File: config.mk
export PLATFORM = sky130hd
export DESIGN_NAME = stageDma
export DESIGN_NICKNAME = d
export VERILOG_FILES = /design/src/stageDmaPkg.sv /design/src/streamIf.sv /design/src/dramReader.sv /design/src/lineBuffer.sv /design/src/dramWriter.sv /design/src/stageDma.sv
export VERILOG_INCLUDE_DIRS = /design/src
export SDC_FILE = /design/constraint.sdc
export NUM_CORES = 1
export LEC_CHECK = 0
export ABC_CLOCK_PERIOD_IN_PS = 8450
export BUFFER_PORTS_ARGS = -buffer_cell sky130_fd_sc_hd__buf_2
export CAP_MARGIN = 20
export CORE_UTILIZATION = 40
export DETAILED_ROUTE_END_ITERATION = 8
export GPL_TIMING_DRIVEN = 0
export HOLD_SLACK_MARGIN = 0.12
export MAX_ROUTING_LAYER = met4
export SLEW_MARGIN = 20
export SYNTH_ARGS = -nofsm -noshare
export SYNTH_HDL_FRONTEND = slang
export SYNTH_HIERARCHICAL = 1
export SYNTH_SLANG_ARGS = --single-unit
File: constraint.sdc
create_clock -name FCLK0 -period 8.45 [get_ports FCLK0]
set_input_delay 1.69 -clock FCLK0 [delete_from_list [all_inputs] [get_ports FCLK0]]
set_output_delay 1.69 -clock FCLK0 [all_outputs]
set_load 0.02 [all_outputs]
File: src/stageDma_cfg.svh
`ifndef STAGE_DMA_CFG_SVH
`define STAGE_DMA_CFG_SVH

// Byte address width
`define ADDR_W 32

// Memory word width
`define DATA_W 64

// Line buffer entries
`define BUF_DEPTH 8

// Significant bits of the length field
`define LEN_W 28

`endif

File: src/stageDmaPkg.sv
`include "stageDma_cfg.svh"

package stageDmaPkg;

  typedef logic [`ADDR_W-1:0] addrT;
  typedef logic [`DATA_W-1:0] wordT;

  // Word count, also wide enough for buffer occupancy
  typedef logic [`LEN_W-4:0] countT;

  typedef enum logic [1:0] {
    rdIdle,
    rdRun,
    rdDrain   // All requests issued, data still returning
  } rdStateT;

  typedef enum logic [1:0] {
    wrIdle,
    wrRun,
    wrWait    // Write request out, waiting for ack
  } wrStateT;

endpackage

File: src/streamIf.sv
`timescale 1ns/10ps
`include "stageDma_cfg.svh"

interface streamIf;

  logic valid;
  logic ready;
  stageDmaPkg::wordT data;
  logic last;                 // Final word of a job
  stageDmaPkg::countT level;  // Words held on the sink side

  modport src (output valid, output data, output last, input ready, input level);

  modport snk (input valid, input data, input last, output ready, output level);

endinterface

File: src/dramReader.sv
`timescale 1ns/10ps
`include "stageDma_cfg.svh"

module dramReader (
  input  logic FCLK0,
  input  logic rstN,
  input  logic start,
  input  stageDmaPkg::addrT srcAddr,
  input  stageDmaPkg::countT nWords,
  output logic idle,
  output logic rdReq,
  output stageDmaPkg::addrT rdAddr,
  input  logic rdAck,
  input  logic rdValid,
  input  stageDmaPkg::wordT rdData,
  streamIf.src dataOut
);

  import stageDmaPkg::*;

  rdStateT state;
  countT reqLeft;    // Requests still to issue
  countT rxLeft;     // Words still to come back
  countT inFlight;   // Acked reads not yet returned
  logic reqDone;
  logic take;
  logic haveSpace;

  assign reqDone = rdReq && rdAck;
  assign take = dataOut.valid && dataOut.ready;

  // Room for one more word once all reads in flight have landed
  assign haveSpace = (inFlight + dataOut.level) < countT'(`BUF_DEPTH);

  // Returned data goes straight on, the space rule keeps the buffer from filling
  assign dataOut.valid = rdValid;
  assign dataOut.data = rdData;
  assign dataOut.last = (rxLeft == countT'(1));

  assign idle = (state == rdIdle);

  always_ff @(posedge FCLK0) begin
    if (!rstN) begin
      state <= rdIdle;
      rdReq <= 1'b0;
      reqLeft <= '0;
      rxLeft <= '0;
      inFlight <= '0;
    end else begin
      inFlight <= inFlight + countT'(reqDone) - countT'(take);
      if (take) begin
        rxLeft <= rxLeft - 1'b1;
      end

      case (state)
        rdIdle: begin
          if (start) begin
            reqLeft <= nWords;
            rxLeft <= nWords;
            state <= rdRun;
          end
        end
        rdRun: begin
          if (rdReq) begin
            if (rdAck) begin
              rdReq <= 1'b0;  // Low for a cycle after each ack
              reqLeft <= reqLeft - 1'b1;
              if (reqLeft == countT'(1)) begin
                state <= rdDrain;
              end
            end
          end else if (haveSpace) begin
            rdReq <= 1'b1;
          end
        end
        rdDrain: begin
          if (inFlight == '0) begin
            state <= rdIdle;
          end
        end
        default: state <= rdIdle;
      endcase
    end
  end

  always_ff @(posedge FCLK0) begin
    if (idle && start) begin
      rdAddr <= srcAddr;
    end else if (reqDone) begin
      rdAddr <= rdAddr + addrT'(8);
    end
  end

endmodule

File: src/lineBuffer.sv
`timescale 1ns/10ps
`include "stageDma_cfg.svh"

module lineBuffer (
  input  logic FCLK0,
  input  logic rstN,
  streamIf.snk dataIn,
  streamIf.src dataOut
);

  import stageDmaPkg::*;

  localparam int PTR_W = $clog2(`BUF_DEPTH);
  localparam int CNT_W = PTR_W + 1;

  wordT dataMem [`BUF_DEPTH];
  logic lastMem [`BUF_DEPTH];
  logic [PTR_W-1:0] wrPtr;
  logic [PTR_W-1:0] rdPtr;
  logic [CNT_W-1:0] count;
  logic push;
  logic pop;
  logic full;
  logic empty;

  function automatic logic [PTR_W-1:0] nextPtr(input logic [PTR_W-1:0] ptr);
    nextPtr = (ptr == PTR_W'(`BUF_DEPTH - 1)) ? '0 : ptr + 1'b1;
  endfunction

  assign full = (count == CNT_W'(`BUF_DEPTH));
  assign empty = (count == '0);
  assign push = dataIn.valid && dataIn.ready;
  assign pop = dataOut.valid && dataOut.ready;

  assign dataIn.ready = !full;
  assign dataOut.valid = !empty;
  assign dataOut.data = dataMem[rdPtr];
  assign dataOut.last = lastMem[rdPtr];

  // Occupancy also counts the word the writer is holding
  assign dataIn.level = countT'(count) + dataOut.level;

  always_ff @(posedge FCLK0) begin
    if (!rstN) begin
      wrPtr <= '0;
      rdPtr <= '0;
      count <= '0;
    end else begin
      if (push) begin
        wrPtr <= nextPtr(wrPtr);
      end
      if (pop) begin
        rdPtr <= nextPtr(rdPtr);
      end
      count <= count + CNT_W'(push) - CNT_W'(pop);
    end
  end

  always_ff @(posedge FCLK0) begin
    if (push) begin
      dataMem[wrPtr] <= dataIn.data;
      lastMem[wrPtr] <= dataIn.last;
    end
  end

endmodule

File: src/dramWriter.sv
`timescale 1ns/10ps
`include "stageDma_cfg.svh"

module dramWriter (
  input  logic FCLK0,
  input  logic rstN,
  input  logic start,
  input  stageDmaPkg::addrT dstAddr,
  output logic idle,
  streamIf.snk dataIn,
  output logic wrReq,
  output stageDmaPkg::addrT wrAddr,
  output stageDmaPkg::wordT wrData,
  input  logic wrAck
);

  import stageDmaPkg::*;

  wrStateT state;
  logic lastHeld;   // Held word ends the job
  logic ackNow;
  logic take;

  assign ackNow = wrReq && wrAck;

  // Next word can be taken in the same cycle as the ack
  assign dataIn.ready = (state == wrRun) || ((state == wrWait) && ackNow && !lastHeld);
  assign take = dataIn.valid && dataIn.ready;

  assign dataIn.level = (state == wrWait) ? countT'(1) : '0;

  assign idle = (state == wrIdle);

  always_ff @(posedge FCLK0) begin
    if (!rstN) begin
      state <= wrIdle;
      wrReq <= 1'b0;
    end else begin
      case (state)
        wrIdle: begin
          if (start) begin
            state <= wrRun;
          end
        end
        wrRun: begin
          if (take) begin
            wrReq <= 1'b1;
            state <= wrWait;
          end
        end
        wrWait: begin
          if (ackNow) begin
            if (lastHeld) begin
              wrReq <= 1'b0;
              state <= wrIdle;
            end else if (!take) begin
              wrReq <= 1'b0;  // Nothing queued yet
              state <= wrRun;
            end
          end
        end
        default: state <= wrIdle;
      endcase
    end
  end

  always_ff @(posedge FCLK0) begin
    if (take) begin
      wrData <= dataIn.data;
      lastHeld <= dataIn.last;
    end
    if (idle && start) begin
      wrAddr <= dstAddr;
    end else if (ackNow) begin
      wrAddr <= wrAddr + addrT'(8);
    end
  end

endmodule

File: src/stageDma.sv
`timescale 1ns/10ps
`include "stageDma_cfg.svh"

module stageDma (
  input  logic FCLK0,
  input  logic rstN,

  input  logic configValid,
  input  stageDmaPkg::addrT configSrc,
  input  stageDmaPkg::addrT configDest,
  input  logic [31:0] configLen,
  output logic configReady,

  output logic rdReq,
  output stageDmaPkg::addrT rdAddr,
  input  logic rdAck,
  input  logic rdValid,
  input  stageDmaPkg::wordT rdData,

  output logic wrReq,
  output stageDmaPkg::addrT wrAddr,
  output stageDmaPkg::wordT wrData,
  input  logic wrAck
);

  import stageDmaPkg::*;

  logic readerIdle;
  logic writerIdle;
  logic start;
  countT nWords;

  streamIf inStream();
  streamIf outStream();

  // Only take a job when both ends are idle
  assign configReady = readerIdle && writerIdle;
  assign start = configValid && configReady;

  assign nWords = configLen[`LEN_W-1:3];  // Upper length bits ignored

  dramReader dramReader_i (
    .FCLK0   (FCLK0),
    .rstN    (rstN),
    .start   (start),
    .srcAddr (configSrc),
    .nWords  (nWords),
    .idle    (readerIdle),
    .rdReq   (rdReq),
    .rdAddr  (rdAddr),
    .rdAck   (rdAck),
    .rdValid (rdValid),
    .rdData  (rdData),
    .dataOut (inStream)
  );

  lineBuffer lineBuffer_i (
    .FCLK0   (FCLK0),
    .rstN    (rstN),
    .dataIn  (inStream),
    .dataOut (outStream)
  );

  dramWriter dramWriter_i (
    .FCLK0   (FCLK0),
    .rstN    (rstN),
    .start   (start),
    .dstAddr (configDest),
    .idle    (writerIdle),
    .dataIn  (outStream),
    .wrReq   (wrReq),
    .wrAddr  (wrAddr),
    .wrData  (wrData),
    .wrAck   (wrAck)
  );

endmodule

==> impl_results.html <==
<table>
<tr><th>Metric</th><th>Value</th></tr>
<tr><th colspan="2">Routing</th></tr>
<tr><td>Number of DRC markers in iteration 0</td><td>1322</td></tr>
<tr><td>Number of vias per cell after detailed routing</td><td>5.44</td></tr>
<tr><td>WL per Instance</td><td>21.7 um</td></tr>
<tr><td>DRC violation count after routing</td><td>0</td></tr>
<tr><td>Wire length after detailed routing</td><td>82.2 mm</td></tr>
<tr><td>Via total after detailed routing</td><td>20600</td></tr>
<tr><td>TritonRoute pass-1 iters</td><td>7</td></tr>
<tr><td>Antenna Nets Post-Route</td><td>0</td></tr>
<tr><th colspan="2">Global route</th></tr>
<tr><td>Number of antenna violations at the first check in global routing</td><td>7</td></tr>
<tr><td>First-pass GRT wire length</td><td>126 mm</td></tr>
<tr><td>Number of global-route vias before repair</td><td>21200</td></tr>
<tr><td>Maximum number of pins on one net before global-route repair</td><td>34</td></tr>
<tr><td>Total grt overflow</td><td>0</td></tr>
<tr><td>GRT Util Overall</td><td>20.0%</td></tr>
<tr><th colspan="2">Floorplan</th></tr>
<tr><td>Initial core utilization</td><td>40.5%</td></tr>
<tr><td>Die Footprint</td><td>84600 um^2</td></tr>
<tr><td>Top-level port count</td><td>297</td></tr>
<tr><td>Cell row count</td><td>105</td></tr>
<tr><td>Die extent in x</td><td>291 um</td></tr>
<tr><td>Core Box Area</td><td>82400 um^2</td></tr>
<tr><td>Chip Height</td><td>291 um</td></tr>
<tr><th colspan="2">Synth</th></tr>
<tr><td>Number of synthesized register bits</td><td>743</td></tr>
<tr><td>Netlist area before placement</td><td>33400 um^2</td></tr>
<tr><td>Largest area contributor in the netlist</td><td>edfxtp_1</td></tr>
<tr><td>Distinct cell type count after synthesis</td><td>85</td></tr>
<tr><td>Most used DFF post-synth</td><td>edfxtp_1</td></tr>
<tr><td>Proportion of netlist area held by the largest area contributor</td><td>58.4%</td></tr>
<tr><td>Cell count after synthesis</td><td>2256</td></tr>
<tr><td>Post-synthesis average cell area</td><td>14.8 um^2</td></tr>
<tr><td>Sequential-to-total area share from yosys stat</td><td>64.1%</td></tr>
<tr><td>Number of enable flip-flop cells after synthesis</td><td>649</td></tr>
<tr><td>Most area-consuming cells after synthesis</td><td>edfxtp_1 (58%), mux4_2 (8.8%), dfxtp_1 (5.6%)</td></tr>
<tr><td>Yosys warns</td><td>6</td></tr>
<tr><td>Post-synth ARST share</td><td>0%</td></tr>
<tr><th colspan="2">Power</th></tr>
<tr><td>Total chip power</td><td>12.5 mW</td></tr>
<tr><td>Peak supply drop</td><td>0.000196 V</td></tr>
<tr><td>Sequential cell fraction of total power</td><td>39.9%</td></tr>
<tr><td>Combinational fraction of design power</td><td>31.0%</td></tr>
<tr><td>Switching share of total power</td><td>32.9%</td></tr>
<tr><td>Power per standard cell area</td><td>316 nW/um^2</td></tr>
<tr><td>Static power due to leakage</td><td>13.7 nW</td></tr>
<tr><td>Internal power of the cells</td><td>8.38 mW</td></tr>
<tr><td>Switching power total</td><td>4.12 mW</td></tr>
<tr><td>Part of the total power dissipated in the clock network</td><td>29.1%</td></tr>
<tr><th colspan="2">CTS</th></tr>
<tr><td>Clock transition at the registers of the reported paths</td><td>0.05 ns</td></tr>
<tr><td>Post-CTS Hold Fix Bufs</td><td>0</td></tr>
<tr><td>TritonCTS Buffers</td><td>82</td></tr>
<tr><td>CTS root buf</td><td>clkbuf_16</td></tr>
<tr><td>Clk sinks</td><td>743</td></tr>
<tr><td>Insertion delay to the later sink of the worst-skew pair</td><td>0.64 ns</td></tr>
<tr><td>TritonCTS clock tree</td><td>built</td></tr>
<tr><td>Total number of H-tree levels</td><td>3</td></tr>
<tr><td>Buffer levels on the longest clock path</td><td>3</td></tr>
<tr><td>Gates resized, CTS repair</td><td>0</td></tr>
<tr><td>Post-CTS setup buffer count</td><td>0</td></tr>
<tr><th colspan="2">Setup path</th></tr>
<tr><td>Register-to-Register Path Depth</td><td>18</td></tr>
<tr><td>Type of destination of the critical path</td><td>flip-flop</td></tr>
<tr><td>Arrival @ worst endpoint</td><td>5.72 ns</td></tr>
<tr><td>Type of the setup path with the least slack</td><td>flip-flop to flip-flop</td></tr>
<tr><td>RR Startpoint</td><td>dramWriter_i/state[1]$_SDFFE_PN0P_</td></tr>
<tr><td>Register-to-Register Setup Slack</td><td>3.29 ns</td></tr>
<tr><td>FF-to-FF End</td><td>dramReader_i/rdReq$_SDFFE_PN0P_</td></tr>
<tr><td>Largest fanout of any net on the critical path</td><td>10</td></tr>
<tr><td>Critical Path RT</td><td>9.01 ns</td></tr>
<tr><td>Critical Path Start</td><td>dramWriter_i/state[1]$_SDFFE_PN0P_</td></tr>
<tr><td>Startpoint kind of the worst setup timing path</td><td>flip-flop</td></tr>
<tr><th colspan="2">STA</th></tr>
<tr><td>Sum of negative setup slack</td><td>0 ns</td></tr>
<tr><td>Worst Skew</td><td>0.0504 ns</td></tr>
<tr><td>Final setup slack of the worst path</td><td>3.29 ns</td></tr>
<tr><td>Max Fclk</td><td>194 MHz</td></tr>
<tr><td>Fraction of the cycle the final worst path needs</td><td>61.0%</td></tr>
<tr><td>Final setup vio count</td><td>0</td></tr>
<tr><td>Hold violation count in the final report</td><td>0</td></tr>
<tr><td>Max-slew headroom at the worst pin</td><td>36.9%</td></tr>
<tr><td>Unrepaired setup endpoints after global routing</td><td>no</td></tr>
<tr><td>Hold WS</td><td>0.485 ns</td></tr>
<tr><td>Minimum period implied by the final worst setup slack</td><td>5.16 ns</td></tr>
<tr><td>Max-slew violation count</td><td>0</td></tr>
<tr><td>Slew at the pin with the worst max-slew slack</td><td>0.946 ns</td></tr>
<tr><th colspan="2">Layout</th></tr>
<tr><td>Multi-input combinational cell area</td><td>10800 um^2</td></tr>
<tr><td>Fraction of layout cells with a size suffix above 1</td><td>27.6%</td></tr>
<tr><td>Count of nets after finishing</td><td>2897</td></tr>
<tr><td>Sequential cell area</td><td>21400 um^2</td></tr>
<tr><td>Growth of design area from synthesis to finish</td><td>18.4%</td></tr>
<tr><td># fillers</td><td>7026</td></tr>
<tr><th colspan="2">Worst hold path</th></tr>
<tr><td>Worst min-delay path endpoint</td><td>dramReader_i/reqLeft[22]$_SDFFE_PN0P_</td></tr>
<tr><td>WHS Path Cells</td><td>2</td></tr>
<tr><td>Hold crit path type</td><td>flip-flop to flip-flop</td></tr>
<tr><td>Hold path startpoint</td><td>dramReader_i/reqLeft[22]$_SDFFE_PN0P_</td></tr>
<tr><th colspan="2">Place</th></tr>
<tr><td>Quantity of I/O buffers inserted on ports</td><td>225</td></tr>
<tr><td>Pre-CTS setup slack</td><td>3.06 ns</td></tr>
<tr><td>Placed wire-length estimate after detailed placement</td><td>58.4 mm</td></tr>
<tr><td>Weighted congestion at the end of routability-driven global placement</td><td>0.885</td></tr>
<tr><th colspan="2">Run</th></tr>
<tr><td>Number of maximum-capacitance constraint violations</td><td>0</td></tr>
<tr><th colspan="2">Run status</th></tr>
<tr><td>Result of the run</td><td>finished clean</td></tr>
</table>
[per-stage QoR]
step                      cell area [um^2]  util, %  std cells
after floorplan                      33500        -       2279
after global placement               35900     43.6       3574
after detailed placement             36700     44.6       3635
after CTS                            39500     47.9       3785
after global routing                 39500     47.9       3791
final                                39500     47.9       3791
[flip-flops by register name, indices dropped and copies added, names as in the netlist, 2 cells and up, named ones only]
register and count:
dramReader_i/inFlight 25, dramReader_i/rxLeft 25, lineBuffer_i/count 4, dramReader_i/reqLeft 25, lineBuffer_i/dataMem 512, dramReader_i/state 2, lineBuffer_i/rdPtr 3, dramWriter_i/state 2
lineBuffer_i/lastMem 8, dramWriter_i/wrData 64, dramReader_i/rdAddr 32, dramWriter_i/wrAddr 32, lineBuffer_i/wrPtr 3
[cell type report]
class | count | share of cell area [%]
clock inverters | 49 | 1.51
inverters | 62 | 0.589
well taps | 1070 | 3.39
flip-flops and latches | 743 | 54.1
clock buffers | 101 | 5.48
plain buffers | 175 | 2.83
multi-input cells | 1299 | 27.4
diodes | 6 | 0.0380
repair buffers | 286 | 4.68
[cells in the mapped netlist, types with 8 or more instances]
cell and instances:
xor2_1 41, ha_1 79, a21oi_1 58, or4_1 19, mux2i_1 8, nor2b_1 12, buf_6 16, dfxtp_1 94
o21bai_1 9, o31ai_1 12, a21boi_0 9, mux2_2 67, o21ai_0 99, a21o_1 14, xnor2_1 64, or3_1 14
and2_1 17, a311oi_1 8, nand2_1 144, and3_1 21, and4_1 8, buf_1 15, nor3_1 34, a211oi_1 24
nand2b_1 14, nor4_1 15, nand3_1 45, clkbuf_1 49, nand3b_1 9, or2_2 9, buf_4 89, nand4_1 32
mux4_2 130, a22oi_1 9, a31oi_1 21, nor2_1 135, inv_1 60, edfxtp_1 649
[worst max-delay path, stage by stage, from the launching register on]
cell      delay, ns
dfxtp_1        0.30
clkbuf_1       0.29
nor2b_1        0.31
ha_1           0.28
fa_1           0.24
nand3_1        0.09
nand2_1        0.09
clkbuf_1       0.37
xor2_1         0.24
ha_1           0.21
a21oi_1        0.08
o21ai_0        0.37
a22oi_1        0.23
a21oi_1        0.46
a31oi_1        0.20
xnor2_1        0.16
or4_1          0.53
or4_1          0.49
o22ai_1        0.13
[cells by family (layout without fill, tap and decap cells)]
kind of cell    after synthesis  in the layout  synth area share (%)
flops                       743            743                  64.1
simple gates                558            558                  8.46
other cells                   1             30                0.0112
xor+xnor                    105            105                  2.76
mux                         205            205                  11.3
compound gates              325            325                  6.26
fa+ha+maj                    82             82                  3.14
buf+inv                     237            673                  4.05
[power groups by stage]
| stage | logic [mW] | registers [mW] | clock network [mW] |
|---|---|---|---|
| 2_1_floorplan | 2.57 | 5.20 | 0 |
| 3_3_place_gp | 3.71 | 5.08 | 0 |
| 3_5_place_dp | 3.84 | 5.05 | 0 |
| 4_1_cts | 3.87 | 4.98 | 3.73 |
| 5_1_grt | 4.26 | 5.04 | 3.87 |
| 6_report | 3.88 | 4.99 | 3.64 |
[metal layers]
layer / track usage, % / part of all wire, % / routed length, um / vias up
li1: - / - / - / 9438
met1: 25.0 / 43 / 35400 / 10500
met2: 32.8 / 49 / 40300 / 584
met3: 4.24 / 5.7 / 4700 / 127
met4: 5.41 / 2.2 / 1790 / 0
met5: - / 0 / 0 / -
[worst max-delay path by stage]
stage | endpoint | cells past startpoint
finish | dramReader_i/rdReq$_SDFFE_PN0P_ | 18
CTS | dramReader_i/rdReq$_SDFFE_PN0P_ | 18
global route | dramReader_i/rdReq$_SDFFE_PN0P_ | 18
floorplan | lineBuffer_i/dataMem[2][0]$_DFFE_PP_ | 3
global placement | lineBuffer_i/dataMem[4][28]$_DFFE_PP_ | 4
detailed placement | dramReader_i/inFlight[22]$_SDFF_PN0_ | 17
[placed cells by master (no fill, tap or decap), types with 15 or more instances in the layout]
cell / count
buf_6: 40
a211oi_1: 24
o21ai_0: 99
dfxtp_1: 94
mux4_2: 130
xnor2_1: 64
and2_1: 16
xor2_1: 41
a21oi_1: 58
clkbuf_16: 83
clkbuf_1: 65
conb_1: 24
nand4_1: 32
buf_4: 115
nor3_1: 28
edfxtp_1: 649
clkinv_1: 19
inv_1: 60
nor2_1: 132
buf_2: 231
buf_1: 15
nand3_1: 45
or4_1: 19
ha_1: 79
a31oi_1: 21
and3_1: 21
mux2_2: 67
nand2_1: 142
(Power assumes the default switching activity.)
